==> config.mk <==
export PLATFORM = sky130hd
export DESIGN_NAME = lsu_top
export DESIGN_NICKNAME = d
export VERILOG_FILES = /design/src/common/lsu_pkg.sv /design/src/common/lsu_queue_if.sv /design/src/lsu/lsu_req_queue.sv /design/src/lsu/lsu_issue.sv /design/src/lsu/lsu_load_align.sv /design/src/verilog/lsu_top.sv
export SDC_FILE = /design/constraint.sdc
export NUM_CORES = 1
export LEC_CHECK = 0
export BUFFER_PORTS_ARGS = -buffer_cell sky130_fd_sc_hd__buf_2
export CORE_MARGIN = 5
export CORE_UTILIZATION = 50
export DETAILED_ROUTE_END_ITERATION = 6
export GPL_TIMING_DRIVEN = 0
export HOLD_SLACK_MARGIN = 0.1
export PLACE_DENSITY = 0.71
export REMOVE_ABC_BUFFERS = 1
export SYNTH_ARGS = -nofsm -noshare
export SYNTH_HDL_FRONTEND = slang
export SYNTH_SLANG_ARGS = --single-unit
==> constraint.sdc <==
create_clock -name clk -period 4.11 [get_ports clk]
set_input_delay 0.822 -clock clk [delete_from_list [all_inputs] [get_ports clk]]
set_output_delay 0.822 -clock clk [all_outputs]
set_load 0.05 [all_outputs]
==> src/common/lsu_pkg.sv <==
// load/store unit shared widths, queue depth, access size encoding
// and the payload structs carried by the two request queues
package lsu_pkg;

    // address and data path
    localparam int ADDR_W   = 32;
    localparam int DATA_W   = 32;
    localparam int STRB_W   = DATA_W / 8;
    localparam int OFFSET_W = 2;

    // writeback tagging
    localparam int REG_ADDR_W  = 5;
    localparam int COMMIT_ID_W = 3;

    // request queues
    localparam int QUEUE_DEPTH = 4;
    localparam int QUEUE_PTR_W = 2;

    // access size of a load or store
    typedef enum logic [1:0] {
        SIZE_BYTE = 2'b00,
        SIZE_HALF = 2'b01,
        SIZE_WORD = 2'b10
    } mem_size_e;

    // everything a load needs when its read data comes back
    typedef struct packed {
        mem_size_e               size;
        logic                    is_unsigned;
        logic [OFFSET_W-1:0]     offset;
        logic [REG_ADDR_W-1:0]   rd_addr;
        logic [COMMIT_ID_W-1:0]  commit_id;
    } load_tag_t;

    // one lane-aligned write beat
    typedef struct packed {
        logic [DATA_W-1:0] data;
        logic [STRB_W-1:0] strb;
    } store_beat_t;

endpackage

==> src/common/lsu_queue_if.sv <==
// push/pop handshake between a request queue, its producer and its consumer
`timescale 1ns/1ns

interface lsu_queue_if #(
    parameter type payload_t = logic
) ();

    // producer side
    logic     push;
    payload_t push_data;
    logic     full;

    // consumer side
    payload_t head;
    logic     empty;
    logic     pop;

    modport producer (
        output push,
        output push_data,
        input  full
    );

    modport queue (
        input  push,
        input  push_data,
        output full,
        output head,
        output empty,
        input  pop
    );

    modport consumer (
        input  head,
        input  empty,
        output pop
    );

endinterface

==> src/lsu/lsu_req_queue.sv <==
// in-order request queue, circular buffer with per-entry valid bits
`timescale 1ns/1ns

module lsu_req_queue
    import lsu_pkg::*;
#(
    parameter type payload_t = logic
) (
    input logic         clk,
    input logic         rst_n,
    lsu_queue_if.queue  q
);

    logic [QUEUE_PTR_W-1:0] wr_ptr;
    logic [QUEUE_PTR_W-1:0] rd_ptr;
    logic [QUEUE_DEPTH-1:0] entry_valid;
    payload_t               entries [QUEUE_DEPTH];

    logic push_en;
    logic pop_en;

    // pointers meet both when empty and when full, the valid bit tells which
    assign q.full  = (wr_ptr == rd_ptr) && entry_valid[wr_ptr];
    assign q.empty = (wr_ptr == rd_ptr) && !entry_valid[rd_ptr];
    assign q.head  = entries[rd_ptr];

    assign push_en = q.push && !q.full;
    assign pop_en  = q.pop && !q.empty;

    always_ff @(posedge clk or negedge rst_n) begin
        if (!rst_n) begin
            wr_ptr <= '0;
        end else if (push_en) begin
            wr_ptr <= wr_ptr + 1'b1;
        end
    end

    always_ff @(posedge clk or negedge rst_n) begin
        if (!rst_n) begin
            rd_ptr <= '0;
        end else if (pop_en) begin
            rd_ptr <= rd_ptr + 1'b1;
        end
    end

    // set on write, clear on read
    always_ff @(posedge clk or negedge rst_n) begin
        if (!rst_n) begin
            entry_valid <= '0;
        end else begin
            if (pop_en) begin
                entry_valid[rd_ptr] <= 1'b0;
            end
            if (push_en) begin
                entry_valid[wr_ptr] <= 1'b1;
            end
        end
    end

    always_ff @(posedge clk) begin
        if (push_en) begin
            entries[wr_ptr] <= q.push_data;
        end
    end

endmodule

==> src/lsu/lsu_issue.sv <==
// address generation, store lane alignment, read/write address issue,
// queue push and request stall
`timescale 1ns/1ns

module lsu_issue
    import lsu_pkg::*;
(
    input  logic                   req_i,
    input  logic                   load_i,
    input  logic                   store_i,
    input  mem_size_e              size_i,
    input  logic                   unsigned_i,
    input  logic [DATA_W-1:0]      op1_i,
    input  logic [DATA_W-1:0]      op2_i,
    input  logic [DATA_W-1:0]      rs2_data_i,
    input  logic [REG_ADDR_W-1:0]  rd_addr_i,
    input  logic [COMMIT_ID_W-1:0] commit_id_i,
    input  logic                   arready_i,
    input  logic                   awready_i,

    output logic [ADDR_W-1:0]      araddr_o,
    output logic                   arvalid_o,
    output logic [ADDR_W-1:0]      awaddr_o,
    output logic                   awvalid_o,
    output logic                   stall_o,

    lsu_queue_if.producer          load_q,
    lsu_queue_if.producer          store_q
);

    logic [ADDR_W-1:0]   mem_addr;
    logic [OFFSET_W-1:0] offset;
    logic                load_req;
    logic                store_req;
    load_tag_t           tag;
    store_beat_t         beat;

    assign mem_addr = op1_i + op2_i;
    assign offset   = mem_addr[OFFSET_W-1:0];

    assign load_req  = req_i && load_i;
    assign store_req = req_i && store_i;

    // load tag captured at address handshake
    always_comb begin
        tag.size        = size_i;
        tag.is_unsigned = unsigned_i;
        tag.offset      = offset;
        tag.rd_addr     = rd_addr_i;
        tag.commit_id   = commit_id_i;
    end

    // move the low part of rs2 into the addressed lanes
    always_comb begin
        case (size_i)
            SIZE_BYTE: begin
                beat.data = DATA_W'(rs2_data_i[7:0]) << {offset, 3'b000};
                beat.strb = STRB_W'(1'b1) << offset;
            end
            SIZE_HALF: begin
                beat.data = DATA_W'(rs2_data_i[15:0]) << {offset[1], 4'b0000};
                beat.strb = STRB_W'(2'b11) << {offset[1], 1'b0};
            end
            default: begin
                beat.data = rs2_data_i;
                beat.strb = {STRB_W{1'b1}};
            end
        endcase
    end

    // no address goes out unless its queue has room
    assign arvalid_o = load_req && !load_q.full;
    assign awvalid_o = store_req && !store_q.full;
    assign araddr_o  = mem_addr;
    assign awaddr_o  = mem_addr;

    // one queue entry per completed address handshake
    assign load_q.push      = arvalid_o && arready_i;
    assign load_q.push_data = tag;

    assign store_q.push      = awvalid_o && awready_i;
    assign store_q.push_data = beat;

    // hold the request until both queue and address channel accept it
    assign stall_o = (load_req && (load_q.full || !arready_i))
                   || (store_req && (store_q.full || !awready_i));

endmodule

==> src/lsu/lsu_load_align.sv <==
// read data extraction, sign or zero extension and registered writeback
`timescale 1ns/1ns

module lsu_load_align
    import lsu_pkg::*;
(
    input  logic                   clk,
    input  logic                   rst_n,
    input  logic [DATA_W-1:0]      rdata_i,
    input  logic                   rvalid_i,

    output logic                   reg_we_o,
    output logic [REG_ADDR_W-1:0]  reg_waddr_o,
    output logic [DATA_W-1:0]      reg_wdata_o,
    output logic [COMMIT_ID_W-1:0] commit_id_o,

    lsu_queue_if.consumer          load_q
);

    load_tag_t         tag;
    logic [7:0]        byte_sel;
    logic [15:0]       half_sel;
    logic              sign_bit;
    logic [DATA_W-1:0] load_data;

    // data returns in order, so the head tag belongs to this beat
    assign tag        = load_q.head;
    assign load_q.pop = rvalid_i && !load_q.empty;

    // byte by full offset, half-word by upper offset bit
    assign byte_sel = rdata_i[{tag.offset, 3'b000} +: 8];
    assign half_sel = rdata_i[{tag.offset[1], 4'b0000} +: 16];

    always_comb begin
        case (tag.size)
            SIZE_BYTE: begin
                sign_bit  = byte_sel[7] && !tag.is_unsigned;
                load_data = {{(DATA_W - 8){sign_bit}}, byte_sel};
            end
            SIZE_HALF: begin
                sign_bit  = half_sel[15] && !tag.is_unsigned;
                load_data = {{(DATA_W - 16){sign_bit}}, half_sel};
            end
            default: begin
                sign_bit  = 1'b0;
                load_data = rdata_i;
            end
        endcase
    end

    // write enable pulses one cycle after each read beat
    always_ff @(posedge clk or negedge rst_n) begin
        if (!rst_n) begin
            reg_we_o <= 1'b0;
        end else begin
            reg_we_o <= rvalid_i;
        end
    end

    always_ff @(posedge clk) begin
        if (rvalid_i) begin
            reg_wdata_o <= load_data;
            reg_waddr_o <= tag.rd_addr;
            commit_id_o <= tag.commit_id;
        end
    end

endmodule

==> src/verilog/lsu_top.sv <==
// load/store unit top level: issue, load and store queues, load alignment
// and the write-data channel
`timescale 1ns/1ns

module lsu_top
    import lsu_pkg::*;
(
    input  logic                   clk,
    input  logic                   rst_n,

    // request from execute
    input  logic                   req_i,
    input  logic                   load_i,
    input  logic                   store_i,
    input  mem_size_e              size_i,
    input  logic                   unsigned_i,
    input  logic [DATA_W-1:0]      op1_i,
    input  logic [DATA_W-1:0]      op2_i,
    input  logic [DATA_W-1:0]      rs2_data_i,
    input  logic [REG_ADDR_W-1:0]  rd_addr_i,
    input  logic [COMMIT_ID_W-1:0] commit_id_i,
    output logic                   stall_o,
    output logic                   busy_o,

    // read address and data
    output logic [ADDR_W-1:0]      araddr_o,
    output logic                   arvalid_o,
    input  logic                   arready_i,
    input  logic [DATA_W-1:0]      rdata_i,
    input  logic                   rvalid_i,
    output logic                   rready_o,

    // write address, data and response
    output logic [ADDR_W-1:0]      awaddr_o,
    output logic                   awvalid_o,
    input  logic                   awready_i,
    output logic [DATA_W-1:0]      wdata_o,
    output logic [STRB_W-1:0]      wstrb_o,
    output logic                   wvalid_o,
    input  logic                   wready_i,
    input  logic                   bvalid_i,
    output logic                   bready_o,

    // register file writeback
    output logic                   reg_we_o,
    output logic [REG_ADDR_W-1:0]  reg_waddr_o,
    output logic [DATA_W-1:0]      reg_wdata_o,
    output logic [COMMIT_ID_W-1:0] commit_id_o
);

    lsu_queue_if #(.payload_t(load_tag_t))   load_q_if ();
    lsu_queue_if #(.payload_t(store_beat_t)) store_q_if ();

    lsu_issue issue_i (
        .req_i       (req_i),
        .load_i      (load_i),
        .store_i     (store_i),
        .size_i      (size_i),
        .unsigned_i  (unsigned_i),
        .op1_i       (op1_i),
        .op2_i       (op2_i),
        .rs2_data_i  (rs2_data_i),
        .rd_addr_i   (rd_addr_i),
        .commit_id_i (commit_id_i),
        .arready_i   (arready_i),
        .awready_i   (awready_i),
        .araddr_o    (araddr_o),
        .arvalid_o   (arvalid_o),
        .awaddr_o    (awaddr_o),
        .awvalid_o   (awvalid_o),
        .stall_o     (stall_o),
        .load_q      (load_q_if.producer),
        .store_q     (store_q_if.producer)
    );

    lsu_req_queue #(.payload_t(load_tag_t)) load_queue (
        .clk   (clk),
        .rst_n (rst_n),
        .q     (load_q_if.queue)
    );

    lsu_req_queue #(.payload_t(store_beat_t)) store_queue (
        .clk   (clk),
        .rst_n (rst_n),
        .q     (store_q_if.queue)
    );

    lsu_load_align load_align_i (
        .clk         (clk),
        .rst_n       (rst_n),
        .rdata_i     (rdata_i),
        .rvalid_i    (rvalid_i),
        .reg_we_o    (reg_we_o),
        .reg_waddr_o (reg_waddr_o),
        .reg_wdata_o (reg_wdata_o),
        .commit_id_o (commit_id_o),
        .load_q      (load_q_if.consumer)
    );

    // store queue head drives the write-data channel directly
    assign wvalid_o       = !store_q_if.empty;
    assign wdata_o        = store_q_if.head.data;
    assign wstrb_o        = store_q_if.head.strb;
    assign store_q_if.pop = wready_i && !store_q_if.empty;

    // busy while any store beat has not left yet
    assign busy_o = !store_q_if.empty;

    // read data and write responses are always accepted,
    // bvalid_i carries nothing the unit needs
    assign rready_o = 1'b1;
    assign bready_o = 1'b1;

endmodule

Yosys cells after proc, flatten, opt, wreduce, memory -nomap -nowiden. Memory sizes are Yosys's and may differ from the RTL's. Cells that the tools add are included.

Register bits: 57. Bits in writable memories: 196. Memories: 2.

Memories: store_queue.entries (depth 4, bits a word 36, rd ports 1, clocked after Yosys merged registers in 0, write ports 1, RTL line lsu_req_queue.sv:17) `payload_t entries [QUEUE_DEPTH];`; load_queue.entries (depth 4, bits a word 13, rd ports 1, clocked after Yosys merged registers in 0, write ports 1, RTL line lsu_req_queue.sv:17).

Add/subtract/negate cells: 5. $lt $le $gt $ge: 8. Equality and inequality tests: 4. Shifts and indexed selects: 6. Multiplexer cells: 26. Bitwise operators: 6. Reductions and logical operators: 38.

Operators with widths (count): $pmux W36 S2 (1); $pmux W32 S2 (1); $add A32 B32 Y32 (1); $shiftx A32 B6 Y16 (1); $shiftx A32 B6 Y8 (1); $shl A16 B5 Y32 (1); $shl A8 B5 Y32 (1); $logic_and A1 B1 Y1 (24); $mux W4 (4); $lt A2 B3 Y1 const B (4); $mux W1 (12); $logic_not A1 Y1 (9); $add A2 B1 Y2 const B (4); $and A4 B4 Y4 (2); $bmux W1 S2 (4); $demux W1 S2 (4); $ge A2 B1 Y1 const B (4); $not A4 Y4 (2); $or A4 B4 Y4 (2); $eq A2 B1 Y1 const B (2); $eq A2 B2 Y1 (2); $logic_not A2 Y1 (2); $shl A1 B2 Y4 const A (1); $shl A2 B2 Y4 const A (1); $logic_or A1 B1 Y1 (3).

Logic depth before layout (Yosys ltp).
Depth in word-level cells: 10. Mapped depth: 11.

Cells and area by module. From an unflattened synthesis, not the netlist that was laid out.

Cell total of the unflattened synthesis: 896. Area, all modules: 12914.9 µm².

By module, submodules not included: lsu_req_queue (store_queue) (instances 1, cells each 239, area an instance 5805.6 µm², sequential area each 4524.3 µm²); lsu_issue (instances 1, cells each 374, area an instance 2625.0 µm², sequential area each 0.0 µm²); lsu_req_queue (load_queue) (instances 1, cells each 118, area an instance 2501.1 µm², sequential area each 1761.7 µm²); lsu_load_align (instances 1, cells each 159, area an instance 1946.9 µm², sequential area each 1226.2 µm²); lsu_top (instances 1, cells each 6, area an instance 36.3 µm², sequential area each 0.0 µm²).

Least setup slack after synthesis. OpenSTA, ideal clock, no wires.

Path type: input-to-output. Start: in op1_i[0]. End: out awaddr_o[24]. Data arrival time: 3778 ps. Data required time: 3288 ps. Slack: -490 ps. Stages on the path: 11. Buffers on the path: 1. Path through: ha_1 > inv_1 > fa_1 > nor2b_1 > o21bai_1 > a31oi_1 > a32oi_1 > o31ai_1 > a21boi_0 > xnor2_1 > buf_4.

Longest elaborated chain between the ends: 1.

RTL lines: from (decl) (RTL line lsu_top.sv:17) `input logic [DATA_W-1:0] op1_i,`; $add A32 B32 Y32 (RTL line lsu_issue.sv:38) `assign mem_addr = op1_i + op2_i;`; to (decl) (RTL line lsu_top.sv:34) `output logic [ADDR_W-1:0] awaddr_o,`.

No other way between the ends.

Final worst setup path.
Start: in op1_i[2]. End: out araddr_o[25].

Longest elaborated chain between the ends: 1.

RTL lines: $add A32 B32 Y32 (RTL line lsu_issue.sv:38); to (decl) (RTL line lsu_top.sv:26) `output logic [ADDR_W-1:0] araddr_o,`.

No other way between the ends.

==> results.yml <==
status:
  status: "complete, no violations"
floorplan:
  placement_rows: 57
  start_util: 0.505
  core_region_area_sq_um: 24200
  die_height_um: 166
  io-pin-count: 297
  die-width_um: 166
  die-area_sq_um: 27700
finish:
  filler_cell_count_in_the_final_layout: 1863
  stdcell_area_sq_um: 14900
  finalCoreUtilization: 0.615
  antennaDiodeCount: 0
  fraction_of_final_layout_cells_sized_beyond_drive_strength_1: 0.394
  final_cell_count_no_fill: 1446
  area_overhead_vs_synth_pct: 21.6
  fin_nets: 1304
pwr:
  net_switching_uw: 4250
  power.density_nw_per_um2: 683
  p_total_uw: 10200
  share_comb_of_total_power: 0.429
  p_sw_frac: 0.418
  leakagePower_uw: 0.00582
  part_of_the_power_in_registers: 0.353
  vdd_drop_max_uv: 366
  clkPwrFrac: 0.218
  intPower_uw: 5910
routing:
  viasPerCell: 5.54
  totalWireLength_mm: 28.6
  wire_length_per_cell_after_detailed_routing_um: 19.8
  drt_first_pass_iters: 4
  detail_route.iter0.violations: 621
  detail-route-antenna-nets: 0
  drc_errors: 0
  detailroute.via_count: 8010
sta:
  count_of_final_hold_check_violations: 0
  slew_headroom: 0.0746
  finalMaxSlewViolations: 0
  final_min_period_over_clock_period: 0.974
  fmax_mhz: 250
  finalHoldWorstSlack_ns: 0.236
  setup_viol_count_final: 0
  timing.final.crit_period_ns: 4.00
  clock-skew-final_ns: 0.0154
  max_slew.worst_pin.slew_ns: 1.38
yosys:
  edff_count_synth: 236
  xor_and_xnor_fraction_of_the_mapped_netlist_area: 0.0258
  synth_seq_area_share: 0.615
  synth_area_leader_cell: "sky130_fd_sc_hd__edfxtp_1"
  async_flop_share: 0.0672
  synth_compound_gate_area_share: 0.0906
  post_synth_fa_ha_maj_area_fraction: 0.0498
  avgSynthCellArea_sq_um: 14.5
  post_synth_mux_area_share: 0.110
  netlist_top_cells_area: "sky130_fd_sc_hd__edfxtp_1 (58%), sky130_fd_sc_hd__mux4_2 (9.6%), sky130_fd_sc_hd__ha_1 (4.8%)"
  yosys.area_share.simple: 0.0660
  yosys_register_bits: 253
  yosys_warnings: 0
  number_of_distinct_standard_cells_referenced_by_the_synthesized_netlist: 59
  netlist.area_leader.share: 0.580
  main_combinational_cell_family_by_area_after_synthesis: "multiplexers"
  post_synthesis_instance_total: 840
  dominantRegCellSynth: "sky130_fd_sc_hd__edfxtp_1"
  mappedNetlistArea_sq_um: 12200
setup_path:
  timing.critical_path.to_type: "output pin"
  critical_path_required_ns: 3.29
  crit_buf_inv: 2
  cpLargestDelayFamily: "compound AO/OA/AOI/OAI gates"
  crit_arrival_ns: 3.18
  worst_path_largest_cell_delay_ns: 0.39
  worstPathCellList: "buf_2, ha_4, nor2_1, o311a_4, o32a_1, o211ai_2, and3_4, a31oi_1, xnor2_1, buf_4"
  critical_path_depth: 10
  crit_path_max_fanout: 4
  crit_slowest_cell: "sky130_fd_sc_hd__o311a_4"
  path_class: "input port to output pin"
  worst_setup_path_start_kind: "input port"
  timing.reg2reg.worst_path_depth: 4
clock_tree:
  largest_buffer_count_on_any_clock_path: 3
  cts_buffers: 25
  htreeDepth: 1
  worst_skew_pair.late_latency_ns: 0.51
  cts-hold-fix-buffers: 0
  clkSlewWorstSetupHoldPaths_ns: 0.06
  tritoncts_clock_tree: "yes"
  clk_root_buffer_cell: "sky130_fd_sc_hd__clkbuf_16"
  clock_sink_count: 253
global_route:
  grt-ovfl-total: 0
  largest_net_degree_at_the_start_of_global_routing: 43
  antenna_found_initial: 0
  first_global_vias: 8361
  grt.total_usage: 0.199
  grt_first_pass_wirelength_mm: 44.8
place:
  io_buffers: 293
  dp.final_hpwl_mm: 20.3
  place_congestion: 0.889
  post_dp_cell_area_sq_um: 13800
  dp_cells: 1399
job:
  drv.max_cap_violation_count: 0
hold_path:
  hold_path.class: "input port to asynchronous set/reset pin"
## cell type report
class	count	area [sq um]	share of cell area
Clock buffer	28	637	0.0429
Clock inverter	14	151	0.0102
Inverter	34	128	0.00859
Multi-Input combinational cell	489	4370	0.294
Sequential cell	253	7520	0.506
Tap cell	324	405	0.0273
Timing Repair Buffer	304	1650	0.111
## kinds of logic after synthesis
kind of cell / Yosys count
AOI/OAI and AO/OA: 165
other: 1
adders and majority gates: 48
xor gates and xnor gates: 36
DFF: 253
and+or+nand+nor: 170
buffers and inverters: 99
muxes: 68
## Yosys cell counts (7+ instances only)
| cell | number |
|---|---|
| sky130_fd_sc_hd__xnor2_1 | 25 |
| sky130_fd_sc_hd__nor3_1 | 8 |
| sky130_fd_sc_hd__a21oi_1 | 38 |
| sky130_fd_sc_hd__and2_1 | 10 |
| sky130_fd_sc_hd__a221o_1 | 8 |
| sky130_fd_sc_hd__mux2_2 | 12 |
| sky130_fd_sc_hd__dfrtp_1 | 17 |
| sky130_fd_sc_hd__nand3_1 | 10 |
| sky130_fd_sc_hd__a22o_1 | 16 |
| sky130_fd_sc_hd__clkbuf_1 | 16 |
| sky130_fd_sc_hd__a22oi_1 | 8 |
| sky130_fd_sc_hd__inv_1 | 33 |
| sky130_fd_sc_hd__xor2_1 | 11 |
| sky130_fd_sc_hd__ha_1 | 47 |
| sky130_fd_sc_hd__nand2_1 | 76 |
| sky130_fd_sc_hd__nor2b_1 | 12 |
| sky130_fd_sc_hd__o22ai_1 | 10 |
| sky130_fd_sc_hd__edfxtp_1 | 236 |
| sky130_fd_sc_hd__a31oi_1 | 7 |
| sky130_fd_sc_hd__o21ai_0 | 33 |
| sky130_fd_sc_hd__mux4_2 | 52 |
| sky130_fd_sc_hd__buf_4 | 37 |
| sky130_fd_sc_hd__nand2b_1 | 9 |
| sky130_fd_sc_hd__or3_1 | 7 |
| sky130_fd_sc_hd__nor2_1 | 28 |
## stage by stage
stage / TNS, ns / setup WS [ns]
finish: 0 / 0.106
global route: -0.102 / -0.0241
CTS: -0.170 / -0.0445
detailed placement: -2.42 / -0.321
global placement: -171.57 / -1.18
floorplan: -22.77 / -0.840
## cells in the final DEF, fill, tap and decap left out, types with 7 or more instances in the layout
master / count
sky130_fd_sc_hd__buf_2: 277
sky130_fd_sc_hd__edfxtp_1: 236
sky130_fd_sc_hd__nand2_1: 75
sky130_fd_sc_hd__mux4_2: 52
sky130_fd_sc_hd__ha_1: 41
sky130_fd_sc_hd__a21oi_1: 37
sky130_fd_sc_hd__inv_1: 33
sky130_fd_sc_hd__o21ai_0: 30
sky130_fd_sc_hd__nor2_1: 28
sky130_fd_sc_hd__xnor2_1: 25
sky130_fd_sc_hd__clkbuf_16: 25
sky130_fd_sc_hd__buf_4: 20
sky130_fd_sc_hd__a22o_1: 16
sky130_fd_sc_hd__dfrtp_1: 15
sky130_fd_sc_hd__mux2_2: 12
sky130_fd_sc_hd__nor2b_1: 11
sky130_fd_sc_hd__xor2_1: 11
sky130_fd_sc_hd__o22ai_1: 10
sky130_fd_sc_hd__nand3_1: 10
sky130_fd_sc_hd__nand2b_1: 9
sky130_fd_sc_hd__nor3_1: 8
sky130_fd_sc_hd__a221o_1: 8
sky130_fd_sc_hd__a22oi_1: 8
sky130_fd_sc_hd__o21ai_1: 7
## sequential cells by signal (all words and copies together), names as in the netlist
name,count
store_queue.entries,144
load_queue.entries,52
load_align_i.reg_wdata_o,32
load_align_i.reg_waddr_o,5
load_queue.entry_valid,4
store_queue.entry_valid,4
load_align_i.commit_id_o,3
load_queue.rd_ptr,2
load_queue.wr_ptr,2
store_queue.rd_ptr,2
store_queue.wr_ptr,2
load_align_i.reg_we_o,1
## timing repair
item / CTS / global route
gates resized for setup: 15 / 35
pin swaps: 4 / 10
endpoints found under the setup margin: 18 / 31
hold endpoints to repair: 0 / 0
setup buffers: 3 / 2
## worst paths after layout
path / slack (ns) / endpoint / start
worst min register to register: 0.54 / store_queue.entry_valid[0] / store_queue.entry_valid[0]
max in group asynchronous: 3.53 / store_queue.rd_ptr[0] / rst_n
worst min-delay path: 0.24 / load_queue.rd_ptr[1] / rst_n
min in group clk: 0.53 / load_queue.entries[2][0] / commit_id_i[0]
worst max-delay path: 0.11 / araddr_o[25] / op1_i[2]
worst max register to register: 0.86 / load_align_i.reg_wdata_o[16] / load_queue.rd_ptr[0]
## routing by layer
| layer | GRT usage | up-vias | part of all wire | routed length [um] |
|---|---|---|---|---|
| li1 | - | 3732 | - | - |
| met1 | 0.258 | 3915 | 0.40 | 11500 |
| met2 | 0.360 | 327 | 0.52 | 14800 |
| met3 | 0.0324 | 36 | 0.068 | 1950 |
| met4 | 0.0402 | 0 | 0.014 | 413 |
| met5 | 0 | - | 0 | 0 |
## power by group through the flow
stage                     registers [uW]  clock network (uW)  logic [uW]
after floorplan                     4060                   0        2850
after global placement              3710                   0        4220
after detailed placement            3660                   0        4310
after CTS                           3600                2260        4350
after global routing                3660                2380        4610
final                               3580                2210        4360
(Power assumes the default switching activity.)
